<file path="src/rtl/adc_uart_pkg.sv">
`default_nettype none

package adc_uart_pkg;

    // Widths with a meaning of their own
    typedef logic [11:0] adc_sample_t;
    typedef logic [7:0]  uart_byte_t;

    // UART bit timing, 8N1
    localparam int CLKS_PER_BIT = 16;

    // Serial ADC link
    localparam int SCLK_HALF      = 4;
    localparam int ADC_FRAME_BITS = 16;
    localparam int ADC_LEAD_ZEROS = 4;

    // Periodic sampling and the command that forces a sample
    localparam int         SAMPLE_PERIOD = 2000;
    localparam uart_byte_t TRIGGER_CMD   = 8'h52;

    typedef enum logic [1:0] {
        IDLE,
        READ,
        SEND_BYTE,
        WAIT_TX
    } seq_state_t;

endpackage

`default_nettype wire

</file>
<file path="src/rtl/adc_spi_reader.sv">
`timescale 1ns/1ps
`default_nettype none

module adc_spi_reader #(
    parameter bit SCLK_IDLE = 1'b1
) (
    input  logic                      clk,
    input  logic                      rst,
    input  logic                      read_start,
    input  logic                      sdo,
    output logic                      cs,
    output logic                      sclk,
    output adc_uart_pkg::adc_sample_t value,
    output logic                      read_done
);
    import adc_uart_pkg::*;

    logic active;
    logic last;
    logic [$clog2(SCLK_HALF)-1:0] div_cnt;
    logic [$clog2(ADC_FRAME_BITS)-1:0] edge_cnt;
    logic [ADC_FRAME_BITS-1:0] shift_reg;
    logic half_end;
    logic rise;

    assign half_end = active && !last && (div_cnt == SCLK_HALF - 1);
    // Toggle from low is the rising edge, where sdo is taken
    assign rise = half_end && !sclk;

    always_ff @(posedge clk) begin
        read_done <= 1'b0;
        if (rst) begin
            cs       <= 1'b1;
            sclk     <= SCLK_IDLE;
            active   <= 1'b0;
            last     <= 1'b0;
            div_cnt  <= '0;
            edge_cnt <= '0;
        end else if (!active) begin
            // A start while busy falls through here unseen
            if (read_start) begin
                cs       <= 1'b0;
                active   <= 1'b1;
                div_cnt  <= '0;
                edge_cnt <= '0;
            end
        end else if (last) begin
            // One cycle after the final rising edge
            cs        <= 1'b1;
            sclk      <= SCLK_IDLE;
            active    <= 1'b0;
            last      <= 1'b0;
            read_done <= 1'b1;
        end else if (half_end) begin
            div_cnt <= '0;
            sclk    <= ~sclk;
            if (rise) begin
                edge_cnt <= edge_cnt + 1'b1;
                if (edge_cnt == ADC_FRAME_BITS - 1) begin
                    last <= 1'b1;
                end
            end
        end else begin
            div_cnt <= div_cnt + 1'b1;
        end
    end

    // Leading zeros shift out the top, result is the low bits
    always_ff @(posedge clk) begin
        if (rise) begin
            shift_reg <= {shift_reg[ADC_FRAME_BITS-2:0], sdo};
        end
        if (active && last) begin
            value <= shift_reg[ADC_FRAME_BITS-ADC_LEAD_ZEROS-1:0];
        end
    end

endmodule

`default_nettype wire

</file>
<file path="src/rtl/adc_uart_top.sv">
`timescale 1ns/1ps
`default_nettype none

module adc_uart_top (
    input  logic clk,
    input  logic rst,
    input  logic uart_rx_line,
    output logic uart_tx_line,
    input  logic adc1_sdo,
    input  logic adc2_sdo,
    output logic adc1_cs,
    output logic adc1_sclk,
    output logic adc2_cs,
    output logic adc2_sclk
);
    import adc_uart_pkg::*;

    logic        read_start;
    logic        read_done;
    adc_sample_t adc1_value;
    adc_sample_t adc2_value;
    logic        tx_start;
    uart_byte_t  tx_data;
    logic        tx_busy;
    uart_byte_t  rx_data;
    logic        rx_done;
    // Not used by the design, watched by the protocol checks
    logic        frame_error;

    uart_tx u_uart_tx (
        .clk      (clk),
        .rst      (rst),
        .tx_start (tx_start),
        .tx_data  (tx_data),
        .tx_line  (uart_tx_line),
        .tx_busy  (tx_busy)
    );

    uart_rx u_uart_rx (
        .clk         (clk),
        .rst         (rst),
        .rx_line     (uart_rx_line),
        .rx_data     (rx_data),
        .rx_done     (rx_done),
        .frame_error (frame_error)
    );

    sample_sequencer u_seq (
        .clk        (clk),
        .rst        (rst),
        .rx_data    (rx_data),
        .rx_done    (rx_done),
        .read_start (read_start),
        .read_done  (read_done),
        .adc1_value (adc1_value),
        .adc2_value (adc2_value),
        .tx_start   (tx_start),
        .tx_data    (tx_data),
        .tx_busy    (tx_busy)
    );

    adc_spi_reader u_adc1 (
        .clk        (clk),
        .rst        (rst),
        .read_start (read_start),
        .sdo        (adc1_sdo),
        .cs         (adc1_cs),
        .sclk       (adc1_sclk),
        .value      (adc1_value),
        .read_done  (read_done)
    );

    // Same timing as reader 1, so its done goes unused
    adc_spi_reader u_adc2 (
        .clk        (clk),
        .rst        (rst),
        .read_start (read_start),
        .sdo        (adc2_sdo),
        .cs         (adc2_cs),
        .sclk       (adc2_sclk),
        .value      (adc2_value),
        .read_done  ()
    );

endmodule

`default_nettype wire

</file>
<file path="src/rtl/sample_sequencer.sv">
`timescale 1ns/1ps
`default_nettype none

module sample_sequencer (
    input  logic                      clk,
    input  logic                      rst,
    input  adc_uart_pkg::uart_byte_t  rx_data,
    input  logic                      rx_done,
    output logic                      read_start,
    input  logic                      read_done,
    input  adc_uart_pkg::adc_sample_t adc1_value,
    input  adc_uart_pkg::adc_sample_t adc2_value,
    output logic                      tx_start,
    output adc_uart_pkg::uart_byte_t  tx_data,
    input  logic                      tx_busy
);
    import adc_uart_pkg::*;

    seq_state_t state;
    logic [$clog2(SAMPLE_PERIOD)-1:0] period_cnt;
    logic period_tick;
    logic trigger;
    logic request;
    logic pending;
    logic [1:0] byte_idx;
    // adc1 in the upper half, adc2 in the lower half
    logic [2*$bits(adc_sample_t)-1:0] frame;

    assign period_tick = (period_cnt == SAMPLE_PERIOD - 1);
    assign trigger     = rx_done && (rx_data == TRIGGER_CMD);
    assign request     = period_tick || trigger;

    // Free running, also during a frame
    always_ff @(posedge clk) begin
        if (rst) begin
            period_cnt <= '0;
        end else if (period_tick) begin
            period_cnt <= '0;
        end else begin
            period_cnt <= period_cnt + 1'b1;
        end
    end

    always_ff @(posedge clk) begin
        read_start <= 1'b0;
        tx_start   <= 1'b0;
        if (rst) begin
            state    <= IDLE;
            pending  <= 1'b0;
            byte_idx <= '0;
        end else begin
            case (state)
                IDLE: begin
                    if (request || pending) begin
                        read_start <= 1'b1;
                        pending    <= 1'b0;
                        state      <= READ;
                    end
                end
                READ: begin
                    // Readers run in lockstep, reader 1 speaks for both
                    if (read_done) begin
                        byte_idx <= '0;
                        state    <= SEND_BYTE;
                    end
                end
                SEND_BYTE: begin
                    if (!tx_busy) begin
                        tx_start <= 1'b1;
                        state    <= WAIT_TX;
                    end
                end
                WAIT_TX: begin
                    // Busy only shows one cycle after our start pulse
                    if (!tx_start && !tx_busy) begin
                        if (byte_idx == 2'd2) begin
                            state <= IDLE;
                        end else begin
                            byte_idx <= byte_idx + 1'b1;
                            state    <= SEND_BYTE;
                        end
                    end
                end
                default: state <= IDLE;
            endcase

            // Requests during a busy sequence merge into one
            if (state != IDLE && request) begin
                pending <= 1'b1;
            end
        end
    end

    // Frame capture and byte selection
    always_ff @(posedge clk) begin
        if (state == READ && read_done) begin
            frame <= {adc1_value, adc2_value};
        end
        if (state == SEND_BYTE && !tx_busy) begin
            tx_data <= frame[23:16];
            frame   <= {frame[15:0], 8'h00};
        end
    end

endmodule

`default_nettype wire

</file>
<file path="src/rtl/uart_rx.sv">
`timescale 1ns/1ps
`default_nettype none

module uart_rx (
    input  logic                     clk,
    input  logic                     rst,
    input  logic                     rx_line,
    output adc_uart_pkg::uart_byte_t rx_data,
    output logic                     rx_done,
    output logic                     frame_error
);
    import adc_uart_pkg::*;

    typedef enum logic [1:0] {
        RX_IDLE,
        RX_START,
        RX_DATA,
        RX_STOP
    } rx_state_t;

    rx_state_t state;
    logic [1:0] sync;
    logic line;
    logic [$clog2(CLKS_PER_BIT)-1:0] clk_cnt;
    logic [2:0] bit_idx;
    uart_byte_t shift_reg;

    // Two-flop synchronizer on the async line
    always_ff @(posedge clk) begin
        if (rst) begin
            sync <= 2'b11;
        end else begin
            sync <= {sync[0], rx_line};
        end
    end

    assign line = sync[1];

    always_ff @(posedge clk) begin
        rx_done     <= 1'b0;
        frame_error <= 1'b0;
        if (rst) begin
            state   <= RX_IDLE;
            clk_cnt <= '0;
            bit_idx <= '0;
        end else begin
            case (state)
                RX_IDLE: begin
                    clk_cnt <= '0;
                    if (!line) begin
                        state <= RX_START;
                    end
                end
                RX_START: begin
                    // Recheck at mid start bit, a short glitch goes back to idle
                    if (clk_cnt == CLKS_PER_BIT / 2 - 1) begin
                        clk_cnt <= '0;
                        bit_idx <= '0;
                        state   <= line ? RX_IDLE : RX_DATA;
                    end else begin
                        clk_cnt <= clk_cnt + 1'b1;
                    end
                end
                RX_DATA: begin
                    if (clk_cnt == CLKS_PER_BIT - 1) begin
                        clk_cnt <= '0;
                        if (bit_idx == 3'd7) begin
                            state <= RX_STOP;
                        end else begin
                            bit_idx <= bit_idx + 1'b1;
                        end
                    end else begin
                        clk_cnt <= clk_cnt + 1'b1;
                    end
                end
                RX_STOP: begin
                    if (clk_cnt == CLKS_PER_BIT - 1) begin
                        clk_cnt     <= '0;
                        rx_done     <= line;
                        frame_error <= !line;
                        state       <= RX_IDLE;
                    end else begin
                        clk_cnt <= clk_cnt + 1'b1;
                    end
                end
                default: state <= RX_IDLE;
            endcase
        end
    end

    // LSB arrives first, so shift in from the top
    always_ff @(posedge clk) begin
        if (state == RX_DATA && clk_cnt == CLKS_PER_BIT - 1) begin
            shift_reg <= {line, shift_reg[7:1]};
        end
        if (state == RX_STOP && clk_cnt == CLKS_PER_BIT - 1 && line) begin
            rx_data <= shift_reg;
        end
    end

endmodule

`default_nettype wire

</file>
<file path="src/rtl/uart_tx.sv">
`timescale 1ns/1ps
`default_nettype none

module uart_tx (
    input  logic                    clk,
    input  logic                    rst,
    input  logic                    tx_start,
    input  adc_uart_pkg::uart_byte_t tx_data,
    output logic                    tx_line,
    output logic                    tx_busy
);
    import adc_uart_pkg::*;

    // Stop, data LSB first, start; bit 0 is on the line
    logic [9:0] shift_reg;
    logic [$clog2(CLKS_PER_BIT)-1:0] clk_cnt;
    logic [3:0] bit_cnt;
    logic bit_end;

    assign bit_end = (clk_cnt == CLKS_PER_BIT - 1);

    always_ff @(posedge clk) begin
        if (rst) begin
            tx_busy <= 1'b0;
            clk_cnt <= '0;
            bit_cnt <= '0;
        end else if (!tx_busy) begin
            if (tx_start) begin
                tx_busy <= 1'b1;
                clk_cnt <= '0;
                bit_cnt <= '0;
            end
        end else if (bit_end) begin
            clk_cnt <= '0;
            // Busy drops when the stop bit has run its full length
            if (bit_cnt == $bits(shift_reg) - 1) begin
                tx_busy <= 1'b0;
            end else begin
                bit_cnt <= bit_cnt + 1'b1;
            end
        end else begin
            clk_cnt <= clk_cnt + 1'b1;
        end
    end

    // Data latched at start so the caller may move on
    always_ff @(posedge clk) begin
        if (!tx_busy && tx_start) begin
            shift_reg <= {1'b1, tx_data, 1'b0};
        end else if (tx_busy && bit_end) begin
            shift_reg <= {1'b1, shift_reg[9:1]};
        end
    end

    // Line idles high between frames
    assign tx_line = tx_busy ? shift_reg[0] : 1'b1;

endmodule

`default_nettype wire
</file>
<file path="config.mk">
export PLATFORM = sky130hd
export DESIGN_NAME = adc_uart_top
export DESIGN_NICKNAME = d
export VERILOG_FILES = /design/src/rtl/adc_uart_pkg.sv /design/src/rtl/adc_spi_reader.sv /design/src/rtl/adc_uart_top.sv /design/src/rtl/sample_sequencer.sv /design/src/rtl/uart_rx.sv /design/src/rtl/uart_tx.sv
export SDC_FILE = /design/constraint.sdc
export NUM_CORES = 1
export LEC_CHECK = 0
export CAP_MARGIN = 30
export CELL_PAD_IN_SITES_DETAIL_PLACEMENT = 1
export CELL_PAD_IN_SITES_GLOBAL_PLACEMENT = 1
export CORE_MARGIN = 2
export CORE_UTILIZATION = 47
export CTS_CLUSTER_DIAMETER = 150
export CTS_CLUSTER_SIZE = 16
export DETAILED_ROUTE_END_ITERATION = 6
export DONT_BUFFER_PORTS = 1
export PLACE_DENSITY_LB_ADDON = 0.1
export SLEW_MARGIN = 20
export SYNTH_ARGS = -nofsm -noshare
export SYNTH_HDL_FRONTEND = slang
export SYNTH_SLANG_ARGS = --single-unit
</file>
<file path="constraint.sdc">
create_clock -name clk -period 2.1 [get_ports clk]
set_clock_uncertainty 0.05 [all_clocks]
set_input_delay 0.315 -clock clk [delete_from_list [all_inputs] [get_ports clk]]
set_output_delay 0.315 -clock clk [all_outputs]
set_load 0.1 [all_outputs]
</file>
Word level (Yosys, flattened, before mapping) --
Cells that the tools add are included.
Word-level totals: register bits after elaboration 165, input port bits 5, output and inout bits 5, logic and storage cells 237
Cells by class: $add $sub $neg 10, equal/unequal tests 39, multiplexer cells 83, bitwise gates (word level) 7, reductions and logical operators 60
Operators by type and width (number):
- two-way mux 4 bit | 17
- two-way mux 24 bit | 2
- two-way mux 2 bit | 21
- two-way mux 1 bit | 33
- != test 2 bit (second input constant) | 14
- nonzero test 2 bit | 12
- adder 4 x 1 -> 4 bit (second input constant) | 5
- equality test 4 bit (second input constant) | 5
- AND reduction 4 bit | 5
- logical AND 1 bit | 18
- two-way mux 9 bit | 2
- case mux 2 bit (4 select lines) | 2
- equality test 2 bit (second input constant) | 7
- != test 2 x 1 -> 1 bit (second input constant) | 7
- AND reduction 2 bit | 7
- case mux 4 bit (3 select lines) | 1
- adder 11 x 1 -> 11 bit (second input constant) | 1
- equality test 11 bit (second input constant) | 1
- OR reduction 2 bit | 5
- two-way mux 3 bit | 3
- equality test 8 x 7 -> 1 bit (second input constant) | 1
- NOT 1 bit | 7
- adder 2 x 1 -> 2 bit (second input constant) | 3
- zero test 1 bit | 6
- other kinds (11) | 14

Depth between registers and ports, before layout --
depth after elaboration 8, mapped depth 7, mapped depth without buffers 6

By module --
A second synthesis with hierarchy kept.
Second synthesis, totals: cells, all modules 504, area total of the unflattened synthesis 6521.3 µm²
By module, submodules not included:
- adc_spi_reader | times used 2, cells each 83, area each 1277.5 µm²
- sample_sequencer | times used 1, cells each 174, area each 2008.2 µm²
- uart_rx | times used 1, cells each 83, area each 1129.8 µm²
- uart_tx | times used 1, cells each 81, area each 828.3 µm²

Worst setup path before layout --
No wires, ideal clock.
path kind flip-flop to flip-flop, start point register u_adc2.sclk, end point register u_adc2.edge_cnt[0], library setup time 0.071 ns, data arrival time 1.888 ns, data required time 1.979 ns, setup slack 0.091 ns, cell stages (with the launch flop) 5, period minus slack after synthesis 2.009 ns, cells stage by stage dfxtp_1 -> nor4bb_1 -> buf_4 -> or3_2 -> a21oi_1
On the way: word-level cells in the longest chain between the ends 4
RTL lines:
- start: declaration | RTL line adc_spi_reader.sv:12 | output logic sclk,
- start signal: assignment | RTL line adc_spi_reader.sv:56 | sclk <= ~sclk;
- zero test 1 bit | RTL line adc_spi_reader.sv:28 | assign rise = half_end && !sclk;
- logical AND 1 bit | RTL line adc_spi_reader.sv:28
- != test 2 bit (no line)
- AND reduction 4 bit (no line)
- end signal: assignment | RTL line adc_spi_reader.sv:58 | edge_cnt <= edge_cnt + 1'b1;
- end: declaration | RTL line adc_spi_reader.sv:21 | logic [$clog2(ADC_FRAME_BITS)-1:0] edge_cnt;
Every way passes these cells. A chain may end at the register's enable or synchronous reset.

Worst setup path after layout --
start point register u_uart_tx.tx_busy, end point register u_uart_tx.shift_reg[6], enable pin
On the way: word-level cells in the longest chain between the ends 3, elaborated cells between the ends (all ways) 4, classes of those cells reduce/logical: 4
RTL lines:
- start: declaration | RTL line uart_tx.sv:10 | output logic tx_busy
- start signal: assignment | RTL line uart_tx.sv:24 | tx_busy <= 1'b0;
- start signal: assignment | RTL line uart_tx.sv:29 | tx_busy <= 1'b1;
- start signal: assignment | RTL line uart_tx.sv:37 | tx_busy <= 1'b0;
- zero test 1 bit
- logical AND 1 bit | RTL line uart_tx.sv:48 | if (!tx_busy && tx_start) begin
- nonzero test 2 bit (no line) *
- end signal: assignment | RTL line uart_tx.sv:49 | shift_reg <= {1'b1, tx_data, 1'b0};
- end signal: assignment | RTL line uart_tx.sv:51 | shift_reg <= {1'b1, shift_reg[9:1]};
- end: declaration | RTL line uart_tx.sv:15 | logic [9:0] shift_reg;
Every way passes the cells marked *; elsewhere a longest branch is shown, timed or not.

==> flow_summary.json <==
{
  "place_congestion": 0.7509,
  "firstDrtPassIters": 4,
  "die_w_um": 119.4,
  "antenna_cells": 0,
  "timing.setup.tns_ps": 0,
  "syn-num-nets": 500,
  "fmax_ghz": 0.5563,
  "core_um2": 13140,
  "critical_path_arrival_ps": 1860,
  "area_growth_pct": 13.59,
  "maxSlewHeadroom_pct": 50.97,
  "die-area_um2": 14240,
  "critPathRequiredTime_ps": 2170,
  "grt_antenna_before_repair": 0,
  "crit_fanout": 13,
  "leakage_nw": 2.474,
  "fin_crit_ps": 1797,
  "grt_pass1_vias": 3743,
  "slew_viol_final": 0,
  "grt_pass1_wl_mm": 18.42,
  "syn_area_per_cell_um2": 12.95,
  "drt_iter0_drc": 200,
  "finalSetupViolations": 0,
  "final_common_cell": "edfxtp_1",
  "hold_viol": 0,
  "synth_edf_count": 96,
  "max_cap_violations": 0,
  "worstMarginPinSlew_ps": 733.9,
  "cts_root_buf": "clkbuf_16",
  "ioPinCount": 10,
  "critPathLaunchType": "register",
  "rows": 42,
  "largest_reg_flops": 24,
  "drc_errors": 0,
  "regMostFlops": "u_seq.frame",
  "ys_seq_elements": 165,
  "vias": 3570,
  "overflow": 0,
  "nets": 515,
  "ys_seq_area_share_pct": 68.19,
  "routed_wl_mm": 10.59,
  "dieHeight_um": 119.4,
  "cp-end-kind": "register",
  "rsz0062_at_grt": "false",
  "cts_made_buffers": 17,
  "drive_above_1_share_pct": 12.33,
  "status": "finished clean",
  "wire_per_inst_um": 15.42,
  "powerDensity_nw_per_um2": 908.6,
  "hpwl_mm": 6.729,
  "via_per_inst": 5.197,
  "cts_sinks": 165,
  "start_util_pct": 47.60,
  "synth-async-reset-ratio_pct": 0,
  "min_period_over_period_pct": 85.59,
  "htreeDepth": 4,
  "grt_usage_pct": 16.66,
  "path_clk_slew_ps": 60,
  "synth_flop_cell": "edfxtp_1",
  "synth_area_um2": 6253,
  "portBuffers": 0,
  "vdd_drop_max_uv": 557.4,
  "ys_types": 55,
  "crit_type": "register to register",
  "cts_tree": "yes",
  "power_mw": 6.454,
  "grt_max_degree": 42,
  "holdCritPathClass": "primary input to register",
  "yosysWarningCount": 0,
  "final_cell_mix": "96 x edfxtp_1, 69 x dfxtp_1, 49 x nor2_1",
  "synth_cells": 483,
  "clock_latency_ps": 420,
  "clk_path_buf_depth": 2,
  "ant_nets": 0,
  "ctsResizeCount": 0
}
[synthesized netlist by cell type, types with 3 or more instances]
| master | n | area [um^2] |
|---|---|---|
| o21ai_0 | 7 | 35.03 |
| mux2_2 | 4 | 45.04 |
| nor2b_1 | 9 | 56.30 |
| nand4_1 | 6 | 37.54 |
| or2_2 | 4 | 25.02 |
| nor2_1 | 49 | 183.9 |
| mux2i_1 | 6 | 60.06 |
| buf_2 | 8 | 40.04 |
| nand3_1 | 7 | 35.03 |
| nand2b_1 | 9 | 56.30 |
| inv_1 | 10 | 37.54 |
| a31oi_1 | 3 | 18.77 |
| nor3b_1 | 6 | 45.04 |
| edfxtp_1 | 96 | 2883 |
| xnor2_1 | 9 | 78.83 |
| and2_1 | 3 | 18.77 |
| clkbuf_1 | 8 | 30.03 |
| nor4_1 | 3 | 18.77 |
| and3_1 | 4 | 25.02 |
| a21oi_1 | 25 | 125.1 |
| nand3b_1 | 5 | 37.54 |
| xor2_1 | 8 | 70.07 |
| dfxtp_1 | 69 | 1381 |
| buf_6 | 3 | 33.78 |
| a211oi_1 | 3 | 22.52 |
| ha_1 | 12 | 150.1 |
| nor3_1 | 9 | 45.04 |
| nand2_1 | 37 | 138.9 |
| a22o_1 | 23 | 201.4 |
| buf_4 | 4 | 30.03 |
[layout make-up]
cell class,instances,area [um^2]
clock buffers,17,425.4
multi-input cells,284,1828
flip-flops and latches,165,4264
well taps,176,220.2
clock inverters,15,145.1
fillers,1337,6035
inverters,10,37.54
repair buffers,20,182.7
[cells by family after synthesis]
kind of cell / after synthesis / synth area share, %
AOI/OAI and AO/OA: 75 / 8.183
xor gates and xnor gates: 17 / 2.381
adders and majority gates: 12 / 2.401
buffers and inverters: 34 / 2.821
DFF: 165 / 68.19
muxes: 10 / 1.681
and+or+nand+nor: 170 / 14.35
[power breakdown]
group | internal, mW | switching, mW | total [mW]
Sequential | 3.40 | 0.0164 | 3.42
Clock | 1.66 | 1.30 | 2.96
Combinational | 0.0325 | 0.0452 | 0.0777
Total | 5.09 | 1.37 | 6.45
[critical path: stages, from the launching register on]
cell and delay, ps:
dfxtp_1 450, nor2b_1 640, or2_2 340
[final timing paths]
kind,startpoint,to,slack (ps),depth (start not counted)
worst max-delay path,u_uart_tx.tx_busy,u_uart_tx.shift_reg[6],300,2
worst min-delay path,rst,u_uart_rx.clk_cnt[1],30,2
worst max register to register,u_uart_tx.tx_busy,u_uart_tx.shift_reg[6],300,2
worst min register to register,u_uart_rx.sync[0],u_uart_rx.sync[1],360,1
[repair_timing]
item                      in CTS  in global routing
hold endpoints to repair      43                  0
hold buffers                   4                  0
setup buffers                  0                  0
[metrics by stage]
stage               hold WS, ps  std cells  utilization (%)  worst slack (ps)  area (um^2)
global placement          344.1        651            49.34             402.6         6482
finish                    29.86        687            54.07             302.5         7103
global route              37.99        687            54.07             177.7         7103
detailed placement        344.8        651            49.34             320.5         6482
floorplan                 339.5        483                -             91.16         6254
CTS                       15.79        687            54.07             297.4         7103
[metal layers]
metal / global-route usage (%) / up-vias / part of all wire (%)
met5: 0 / - / 0
met4: 7.279 / 0 / 2.1
met3: 4.598 / 18 / 2.6
met2: 26.76 / 37 / 49
met1: 21.22 / 1744 / 47
li1: - / 1771 / -
Power figures use the tool's default switching activity.
